$ cat src/rtl/isaPkg.sv
`default_nettype none

package isaPkg;

    typedef logic [31:0] wordT;  // data or instruction word

    // opcode field in the top five bits of the instruction word
    typedef enum logic [4:0] {
        opLd   = 5'd0,
        opLdi  = 5'd1,
        opSt   = 5'd2,
        opAdd  = 5'd3,
        opSub  = 5'd4,
        opAnd  = 5'd5,
        opOr   = 5'd6,
        opRor  = 5'd7,
        opRol  = 5'd8,
        opShr  = 5'd9,
        opShra = 5'd10,
        opShl  = 5'd11,
        opAddi = 5'd12,
        opAndi = 5'd13,
        opOri  = 5'd14,
        opDiv  = 5'd15,
        opMul  = 5'd16,
        opNeg  = 5'd17,
        opNot  = 5'd18,
        opBr   = 5'd19,  // conditional branch
        opJal  = 5'd20,
        opJr   = 5'd21,
        opMflo = 5'd24,  // 22 and 23 unused here
        opMfhi = 5'd25
    } opcodeT;

    // opcodes that share one step sequence share a class
    typedef enum logic [3:0] {
        classAluReg, classAluImm, classUnary, classMul, classDiv,
        classBranch, classJr, classJal, classMfhi, classMflo,
        classLoad, classStore, classIllegal
    } instrClassT;

    // encoded ALU operation select
    typedef enum logic [3:0] {
        aluNone, aluAdd, aluSub, aluAnd, aluOr, aluRor, aluRol,
        aluShr, aluShra, aluShl, aluMul, aluDiv, aluNeg, aluNot
    } aluOpT;

endpackage

`default_nettype wire

$ cat src/rtl/controlPkg.sv
`default_nettype none

package controlPkg;

    import isaPkg::*;

    // one phase per clock with execute steps numbered as in the step table
    typedef enum logic [3:0] {
        phaseReset  = 4'd0,
        phaseFetch0 = 4'd1,
        phaseFetch1 = 4'd2,
        phaseFetch2 = 4'd3,
        phaseExec3  = 4'd4,
        phaseExec4  = 4'd5,
        phaseExec5  = 4'd6,
        phaseExec6  = 4'd7,
        phaseExec7  = 4'd8
    } phaseT;

    // last execute phase of each class
    function automatic phaseT execLength(instrClassT cls);
        case (cls)
            classAluReg, classAluImm, classUnary, classMul: begin
                return phaseExec5;  // operands, op, writeback
            end
            classDiv: begin
                return phaseExec6;  // extra step for LO
            end
            classBranch, classLoad, classStore: begin
                return phaseExec7;
            end
            classJal: begin
                return phaseExec4;  // link, then jump
            end
            default: begin
                return phaseExec3;  // jr, mfhi, mflo, illegal
            end
        endcase
    endfunction

endpackage

`default_nettype wire

$ cat src/rtl/instrLatch.sv
`timescale 1ns/1ps
`default_nettype none

module instrLatch
    import isaPkg::*, controlPkg::*;
#(
    parameter int InstrWidth = 32
) (
    input  logic       Clock,
    input  logic       Reset,
    input  phaseT      phase,
    input  wordT       instruction,
    output instrClassT instrClass,
    output aluOpT      aluOp
);

    localparam int OpcodeLsb = InstrWidth - $bits(opcodeT);  // opcode sits in the top bits

    opcodeT     opcode;
    instrClassT decodedClass;
    aluOpT      decodedAluOp;

    assign opcode = opcodeT'(instruction[OpcodeLsb +: $bits(opcodeT)]);

    always_comb begin
        case (opcode)
            opAdd, opSub, opAnd, opOr, opRor, opRol, opShr, opShra, opShl: begin
                decodedClass = classAluReg;
            end
            opAddi, opAndi, opOri: decodedClass = classAluImm;
            opNeg, opNot:          decodedClass = classUnary;
            opMul:                 decodedClass = classMul;
            opDiv:                 decodedClass = classDiv;
            opBr:                  decodedClass = classBranch;
            opJr:                  decodedClass = classJr;
            opJal:                 decodedClass = classJal;
            opMfhi:                decodedClass = classMfhi;
            opMflo:                decodedClass = classMflo;
            opLd, opLdi:           decodedClass = classLoad;  // same steps for both
            opSt:                  decodedClass = classStore;
            default:               decodedClass = classIllegal;  // unused encodings
        endcase
    end

    always_comb begin
        case (opcode)
            opAdd, opAddi: decodedAluOp = aluAdd;  // immediate forms reuse the reg op
            opSub:         decodedAluOp = aluSub;
            opAnd, opAndi: decodedAluOp = aluAnd;
            opOr, opOri:   decodedAluOp = aluOr;
            opRor:         decodedAluOp = aluRor;
            opRol:         decodedAluOp = aluRol;
            opShr:         decodedAluOp = aluShr;
            opShra:        decodedAluOp = aluShra;
            opShl:         decodedAluOp = aluShl;
            opMul:         decodedAluOp = aluMul;
            opDiv:         decodedAluOp = aluDiv;
            opNeg:         decodedAluOp = aluNeg;
            opNot:         decodedAluOp = aluNot;
            default:       decodedAluOp = aluNone;  // address adds come from strobeGen
        endcase
    end

    always_ff @(posedge Clock or posedge Reset) begin
        if (Reset) begin
            instrClass <= classIllegal;
            aluOp      <= aluNone;
        end else if (phase == phaseFetch2) begin  // word is on the bus into IR
            instrClass <= decodedClass;
            aluOp      <= decodedAluOp;
        end
    end

    // register moves and jumps must not leave an ALU op latched for execute
    aluFreeExec: assert property (@(posedge Clock) disable iff (Reset)
        (phase >= phaseExec3 && instrClass inside {classJr, classMfhi, classMflo})
            |-> aluOp == aluNone);

endmodule

`default_nettype wire

$ cat src/rtl/controlSequencer.sv
`timescale 1ns/1ps
`default_nettype none

module controlSequencer
    import isaPkg::*, controlPkg::*;
(
    input  logic       Clock,
    input  logic       Reset,
    input  instrClassT instrClass,
    output phaseT      phase
);

    phaseT nextPhase;
    logic  lastStep;  // final execute phase of the current instruction

    assign lastStep = (phase >= phaseExec3) && (phase >= execLength(instrClass));

    always_comb begin
        nextPhase = phaseT'(phase + 4'd1);  // reset, fetch and execute all step by one
        if (lastStep) begin
            if (instrClass == classIllegal) begin
                nextPhase = phaseReset;  // bad opcode restarts from PC clear
            end else begin
                nextPhase = phaseFetch0;  // keep PC, fetch next word
            end
        end
    end

    always_ff @(posedge Clock or posedge Reset) begin
        if (Reset) begin
            phase <= phaseReset;
        end else begin
            phase <= nextPhase;
        end
    end

    // counter must stay within the nine defined phases
    legalPhase: assert property (@(posedge Clock) disable iff (Reset)
        !$isunknown(phase) && phase <= phaseExec7);

endmodule

`default_nettype wire

$ cat src/rtl/strobeGen.sv
`timescale 1ns/1ps
`default_nettype none

module strobeGen
    import isaPkg::*, controlPkg::*;
(
    input  phaseT      phase,
    input  instrClassT instrClass,
    input  aluOpT      aluOpIn,
    input  logic       conFlag,
    output logic       gra, grb, grc, rIn, rOut,
    output logic       clear, read, write,
    output logic       hiIn, loIn, conIn, pcIn, irIn, yIn, zIn,
    output logic       zHighIn, zLowIn, marIn, mdrIn,
    output logic       cOut, pcOut, mdrOut, zHighOut, zLowOut, hiOut, loOut,
    output logic       incPc,
    output aluOpT      aluOp
);

    always_comb begin
        {gra, grb, grc, rIn, rOut, clear, read, write} = '0;
        {hiIn, loIn, conIn, pcIn, irIn, yIn, zIn} = '0;
        {zHighIn, zLowIn, marIn, mdrIn} = '0;
        {cOut, pcOut, mdrOut, zHighOut, zLowOut, hiOut, loOut, incPc} = '0;
        aluOp = aluNone;

        case (phase)
            phaseReset: begin
                pcIn  = 1'b1;  // PC loads zero
                clear = 1'b1;
            end
            phaseFetch0: begin
                pcOut = 1'b1;  // PC to MAR, bump PC
                marIn = 1'b1;
                incPc = 1'b1;
            end
            phaseFetch1: begin
                read  = 1'b1;  // memory word into MDR
                mdrIn = 1'b1;
            end
            phaseFetch2: begin
                mdrOut = 1'b1;  // MDR to IR
                irIn   = 1'b1;
            end
            phaseExec3: begin
                case (instrClass)
                    classBranch: {gra, rOut, conIn} = 3'b111;  // condition test on Ra
                    classJr:     {gra, rOut, pcIn} = 3'b111;
                    classJal:    {pcOut, grb, rIn} = 3'b111;  // save return address
                    classMfhi:   {hiOut, gra, rIn} = 3'b111;
                    classMflo:   {loOut, gra, rIn} = 3'b111;
                    classIllegal: ;  // empty step before reset
                    default:     {grb, rOut, yIn} = 3'b111;  // Rb into Y
                endcase
            end
            phaseExec4: begin
                case (instrClass)
                    classAluReg: {grc, rOut, zIn} = 3'b111;
                    classAluImm: {cOut, zIn} = 2'b11;  // constant as second operand
                    classUnary:  zIn = 1'b1;
                    classMul, classDiv: {grc, rOut, zHighIn, zLowIn} = 4'b1111;
                    classBranch: {pcOut, yIn} = 2'b11;
                    classJal:    {gra, rOut, pcIn} = 3'b111;  // jump to Ra
                    classLoad, classStore: {cOut, zIn} = 2'b11;  // base plus offset
                    default: ;
                endcase
                case (instrClass)
                    classAluReg, classAluImm, classUnary, classMul, classDiv: begin
                        aluOp = aluOpIn;  // latched op
                    end
                    classLoad, classStore: aluOp = aluAdd;  // address calc
                    default: ;
                endcase
            end
            phaseExec5: begin
                case (instrClass)
                    classAluReg, classAluImm, classUnary, classMul: begin
                        {zLowOut, gra, rIn} = 3'b111;  // result to Ra
                    end
                    classDiv:    {zHighOut, hiIn} = 2'b11;  // remainder
                    classBranch: begin
                        {cOut, zIn} = 2'b11;  // PC plus offset
                        aluOp = aluAdd;
                    end
                    classLoad, classStore: {zLowOut, marIn} = 2'b11;
                    default: ;
                endcase
            end
            phaseExec6: begin
                case (instrClass)
                    classDiv:    {zLowOut, loIn} = 2'b11;  // quotient
                    classBranch: begin
                        zLowOut = conFlag;  // target on bus if taken
                        incPc   = !conFlag;
                    end
                    classLoad:   {read, mdrIn} = 2'b11;
                    classStore:  {gra, rOut, mdrIn} = 3'b111;  // store data into MDR
                    default: ;
                endcase
            end
            phaseExec7: begin
                case (instrClass)
                    classBranch: pcIn = conFlag;
                    classLoad:   {mdrOut, gra, rIn} = 3'b111;
                    classStore:  write = 1'b1;
                    default: ;
                endcase
            end
            default: ;
        endcase
    end

    // sampled on each phase change, so these see the settled strobes of the phase being left
    noReadWrite: assert property (@(phase) !(read && write));
    noRegInOut:  assert property (@(phase) !(rIn && rOut));  // one bus driver per step

endmodule

`default_nettype wire

$ cat src/rtl/controlUnit.sv
`timescale 1ns/1ps
`default_nettype none

module controlUnit
    import isaPkg::*, controlPkg::*;
#(
    parameter int InstrWidth = 32
) (
    input  logic  Clock,
    input  logic  Reset,
    input  wordT  instruction,
    input  logic  conFlag,
    output logic  gra, grb, grc, rIn, rOut,
    output logic  clear, read, write,
    output logic  hiIn, loIn, conIn, pcIn, irIn, yIn, zIn,
    output logic  zHighIn, zLowIn, marIn, mdrIn,
    output logic  cOut, pcOut, mdrOut, zHighOut, zLowOut, hiOut, loOut,
    output logic  incPc,
    output aluOpT aluOp
);

    phaseT      phase;       // current step
    instrClassT instrClass;  // latched at fetch2
    aluOpT      latchedAluOp;

    controlSequencer controlSequencer_i (
        .Clock      (Clock),
        .Reset      (Reset),
        .instrClass (instrClass),
        .phase      (phase)
    );

    instrLatch #(
        .InstrWidth (InstrWidth)
    ) instrLatch_i (
        .Clock       (Clock),
        .Reset       (Reset),
        .phase       (phase),
        .instruction (instruction),
        .instrClass  (instrClass),
        .aluOp       (latchedAluOp)
    );

    strobeGen strobeGen_i (
        .phase      (phase),
        .instrClass (instrClass),
        .aluOpIn    (latchedAluOp),
        .conFlag    (conFlag),
        .gra        (gra),
        .grb        (grb),
        .grc        (grc),
        .rIn        (rIn),
        .rOut       (rOut),
        .clear      (clear),
        .read       (read),
        .write      (write),
        .hiIn       (hiIn),
        .loIn       (loIn),
        .conIn      (conIn),
        .pcIn       (pcIn),
        .irIn       (irIn),
        .yIn        (yIn),
        .zIn        (zIn),
        .zHighIn    (zHighIn),
        .zLowIn     (zLowIn),
        .marIn      (marIn),
        .mdrIn      (mdrIn),
        .cOut       (cOut),
        .pcOut      (pcOut),
        .mdrOut     (mdrOut),
        .zHighOut   (zHighOut),
        .zLowOut    (zLowOut),
        .hiOut      (hiOut),
        .loOut      (loOut),
        .incPc      (incPc),
        .aluOp      (aluOp)
    );

endmodule

`default_nettype wire

$ cat config.mk
export PLATFORM = sky130hd
export DESIGN_NAME = controlUnit
export DESIGN_NICKNAME = d
export VERILOG_FILES = /design/src/rtl/isaPkg.sv /design/src/rtl/controlPkg.sv /design/src/rtl/instrLatch.sv /design/src/rtl/controlSequencer.sv /design/src/rtl/strobeGen.sv /design/src/rtl/controlUnit.sv
export SDC_FILE = /design/constraint.sdc
export NUM_CORES = 1
export LEC_CHECK = 0
export BUFFER_PORTS_ARGS = -buffer_cell sky130_fd_sc_hd__buf_2
export CAP_MARGIN = 20
export CORE_AREA = 2 2 69 71
export CTS_CLUSTER_SIZE = 25
export DETAILED_ROUTE_END_ITERATION = 12
export DIE_AREA = 0 0 71 73
export GPL_TIMING_DRIVEN = 0
export PLACE_DENSITY = 0.7
export SYNTH_ARGS = -nofsm -noshare
export SYNTH_HDL_FRONTEND = slang
export SYNTH_HIERARCHICAL = 1
export SYNTH_SLANG_ARGS = --single-unit
export TNS_END_PERCENT = 5
$ cat constraint.sdc
create_clock -name Clock -period 4.99 [get_ports Clock]
set_input_delay 0.2495 -clock Clock [delete_from_list [all_inputs] [get_ports Clock]]
set_output_delay 0.2495 -clock Clock [all_outputs]
set_load 0.05 [all_outputs]
---- Word level (Yosys, flattened, before mapping) ----
Memories as Yosys holds them, arrays and structs flattened. A register that Yosys moved wholly into a read port is not among the register bits.
Cells that the tools add are included.
Widths: inputs -> output; s select.
operators by class
  $add $sub $neg .......................... 1
  order comparisons ....................... 2
  eq/ne operators ......................... 20
  mux-type cells .......................... 54
  reduce and logical (&&, ||, !) cells .... 18
operator list
  cell                 number
  $mux 1               36
  $eq 4x3->1 const B   8
  $eq 4x4->1 const B   6
  $pmux 1 s2           10
  $eq 4x2->1 const B   4
  $pmux 4 s2           2
  $reduce_or 4->1      4
  $reduce_or 5->1      3
  $reduce_or 6->1      2
  $pmux 1 s3           3
  $reduce_or 3->1      3
  $eq 4x1->1 const B   2
  $logic_not 4->1      2
  $pmux 1 s5           1
  $add 4x1->4 const B  1
  $ge 4x3->1 const B   1
  $ge 4x4->1           1
  $mux 4               1
  $pmux 1 s4           1
  $reduce_or 2->1      2
  $logic_and 1x1->1    1
  $logic_not 1->1      1
word-level totals
  register bits after elaboration ......... 4
  memory bits (read-only) ................. 320
  output and inout port bits .............. 31
  memories kept ........................... 3
memories
  memory            words  width  read ports  clocked after memory_dff  wr ports  RTL line          text
  (name not given)  32     4      1           1                         0         instrLatch.sv:46  case (opcode)
  (name not given)  32     4      1           1                         0         instrLatch.sv:26  case (opcode)
  (name not given)  16     4      1           0                         0         controlPkg.sv:22  case (cls)

---- Depth between registers and ports, before layout ----
  depth after elaboration ................. 4
  gate-level depth with buffers ........... 10
  mapped depth without buffers ............ 10

---- Hierarchy ----
Netlist, hierarchy kept.
modules (own cells, without submodules)
  module            instances  cells each  area an instance (um^2)  seq. area each (um^2)
  instrLatch        1          73          679.4                    202.7
  strobeGen         1          119         670.6                    0.0
  controlSequencer  1          36          354.1                    100.1

---- Least setup slack after synthesis ----
OpenSTA, ideal clock, no wires.
  kind .................................... register -> output
  start point ............................. register instrLatch_i.instrClass[0]
  end point ............................... output port zLowIn
  arrival ................................. 2.700 ns
  required time ........................... 4.740 ns
  slack ................................... 2.040 ns
  cell stages (with the launch flop) ...... 7
  path buffers ............................ 3
  cell sequence ........................... dfrtp_1 -> buf_2 -> or2_2 -> clkbuf_1 -> mux2_2 -> nor3_1 -> buf_4
on the way
  cells in the longest elaborated chain, start to end .. 4
  elaborated cells between the ends (all ways) .. 5
  those cells by class .................... 2 x eq/ne; 2 x mux; 1 x reduce/logical
RTL lines
  item                                      RTL line           text
  start: declaration                        instrLatch.sv:13   output instrClassT instrClass,
  $eq 4x2->1 or $eq 4x3->1 (tied branches)  -
  $reduce_or 2->1 (*)                       -
  $mux 1 (*) (2 in series)                  -
  end: declaration                          controlUnit.sv:16  output logic zHighIn, zLowIn, marIn, mdrIn,
Every way passes the cells marked *; elsewhere a longest branch is shown, timed or not.

---- Final worst setup path ----
  start point ............................. register controlSequencer_i.phase[2]
  end point ............................... output port rOut
on the way
  cells in the longest elaborated chain, start to end .. 2
  elaborated cells between the ends (all ways) .. 4
  those cells by class .................... 3 x eq/ne; 1 x mux
RTL lines
  item                      RTL line                text
  start: declaration        controlSequencer.sv:10  output phaseT phase
  start signal: assignment  controlSequencer.sv:31  phase <= phaseReset;
  start signal: assignment  controlSequencer.sv:33  phase <= nextPhase;
  $eq 4x3->1                strobeGen.sv:27         case (phase)
  $pmux 1 s3 (*)            strobeGen.sv:27
  end: declaration          controlUnit.sv:13       output logic gra, grb, grc, rIn, rOut,
Marks and branches as above.

==> metrics.cfg <==
[run_status]
status=complete, no violations

[yosys]
synthCells=228
ys.flop_type=dfrtp_1
synthArstFlopShare_pct=100
synth_edf_count=0
synth_area_leader_cell=dfrtp_1
syn-cell-area_um2=1700
synth_cell_types=64
synth_area_leaders=dfrtp_1 15%, ha_1 8.8%, nor2_1 6.2%, a21oi_1 4.1%, nand3b_1 3.5%
ys_seq_area_share_pct=17.8
yosysWarningCount=6
synth_top_area_share_pct=14.7
ys_seq_elements=12
avgSynthCellArea_um2=7.47
syn_nets=275

[worst_setup_path]
r2r_setup_slack_ns=2.89
cp.arrival_ns=2.43
cp-end-kind=output pin
start_kind=register
cp_max_fo=14
r2r_cells=9
rr_startpoint=instrLatch_i/instrClass[2]
critPathKind=reg -> out
timing.rr.end=controlSequencer_i/phase[0]
cp.required_ns=4.74

[clock_tree]
cts_root_buffer=clkbuf_8
cts_inserted_buffers=3
clock_sinks=12
cts_resized=0
clk_pin_slew_ns=0.05
htree_levels=1
cts_tree=built
clk_latency_ns=0.24
clock_path_buffers=2

[timing]
max-slew-margin-rel_pct=33.2
setup_viol=0
fin_setup_tns_ns=0
rsz0062_at_grt=no
period_minus_slack_ns=2.67
hold_violations=0
skew_ns=0.00594
max_clock_freq_mhz=374
setup_slack_ns=2.32
report.final.slew_viol_count=0
tightest_slew_ns=0.987
period_share_pct=53.6

[hold_path]
hp-start=instruction[31]
whs_path_depth=3
hold_end=instrLatch_i/aluOp[0]
hold_path.class=in -> reg

[power]
p_leak_uw=0.000954
report.power.total_uw=1160
power_density_nw_per_um2=577
ir_worst_vdd_mv=0.184

[cells_and_area]
n_antenna_cell=0
syn2layout_area_growth_pct=18.4
final_cells=325
n_fill_cell=455
final_cell_mix=43 x buf_2, 28 x nor2_1, 15 x nand2_1, 14 x a21oi_1, 12 x ha_1
regArea_um2=303
drive_gt1_share_pct=25.8
mostFrequentLayoutCell=buf_2
multi_input_area_um2=1260
design_area_um2=2020
final_nets=319

[place]
dpl.cell_count=320
gp_congestion=0.851
placed_area_um2=1960
portBuffers=38
place_hpwl_mm=3.13
place_ws_ns=2.61

[drt]
wl_per_cell_um=12.7
viasPerCell=5.50
wl_mm=4.11
dr.first_iter.drc_count=125
drc_errors=0
dr.pass1.iters=4
vias=1789
postRouteAntennaNets=0

[floorplan]
die_area_um2=5180
ios=66
start_util_pct=37.6
dieHeight_um=73
core_area_um2=4540
rows=25
die_x_um=71

[job]
maxCapViolations=0

[global_route]
overflow=0
grt_use_total_pct=16.4
grt_pass1_wl_mm=7.00
grt_antenna_before_repair=0
first_global_vias=1514
grt_max_degree=15

## metrics by stage
stage | hold WS, ns | utilization (%)
4_1_cts | 0.357 | 44.5
3_5_place_dp | 0.151 | 43.3
6_report | 0.372 | 44.5
5_1_grt | 0.388 | 44.5
3_3_place_gp | 0.148 | 43.3
2_1_floorplan | 0.0156 | -
## area by class of cell
class	count	area share [%]
repair buffers	39	9.93
well taps	54	3.35
plain buffers	20	5.15
inverters	11	2.05
flip-flops and latches	12	15.0
clock buffers	4	2.23
multi-input cells	185	62.3
## cell families (layout without fill, tap and decap cells)
| family | after synthesis | in the layout | share of synthesized area [%] |
|---|---|---|---|
| and+or+nand+nor | 110 | 110 | 37.2 |
| muxes | 6 | 6 | 4.04 |
| buffers and inverters | 31 | 74 | 8.52 |
| AOI/OAI and AO/OA | 55 | 55 | 22.6 |
| DFF | 12 | 12 | 17.8 |
| xor gates and xnor gates | 2 | 2 | 1.03 |
| adders and majority gates | 12 | 12 | 8.81 |
## what timing repair did
action / in CTS / in global routing
hold endpoints to repair: 10 / 0
setup endpoints to repair: 0 / 0
buffers inserted: 0 / 0
hold buffers: 1 / 0
## worst max path at each step
stage / endpoint / from / cells after the start / slack (ns)
finish: rOut / controlSequencer_i/phase[2] / 4 / 2.32
global route: rOut / controlSequencer_i/phase[2] / 4 / 2.15
CTS: rOut / controlSequencer_i/phase[2] / 4 / 2.33
detailed placement: rOut / controlSequencer_i/phase[2] / 4 / 2.61
global placement: rOut / controlSequencer_i/phase[2] / 4 / 2.65
floorplan: zLowIn / instrLatch_i/instrClass[0] / 6 / 2.04
## where the power goes
part	internal, uW	switching (uW)	total [uW]
registers	152	80.5	233
logic	294	546	840
clock network	56.2	34.6	90.7
total	502	662	1160
## worst max-delay path, stage by stage, from the launching register on
cell	delay (ns)
dfrtp_1	0.57
nor4b_1	0.85
nor3b_1	0.14
o41ai_2	0.31
buf_2	0.31
## metal layers
metal	global-route usage, %	vias up	part of all wire, %
met5	0	-	0
met3	2.21	4	5.9
met1	22.5	814	49
met4	6.08	0	0.97
li1	-	917	-
met2	26.4	54	44
## synthesized netlist by cell type (all sizes together) (2+ instances only)
library cell,n
inv,11
ha,12
clkbuf,10
nor2,28
nand2,15
xor2,2
and2b,3
a21boi,2
o22ai,7
or4b,2
nor3,11
and2,4
nor3b,4
dfrtp,10
mux2,4
o31ai,3
nand3b,8
nand4bb,2
or2,4
o21a,2
nand2b,9
or3,3
a31oi,6
o21ai,6
buf,10
a21oi,14
nand3,8
mux2i,2
a21o,2
dfstp,2
## flip-flops by register name, summed over array words and instances, names as in the netlist
name / cells
controlSequencer_i/phase: 4
instrLatch_i/aluOp: 4
instrLatch_i/instrClass: 4
No activity file was read; power rests on OpenSTA's default activity.
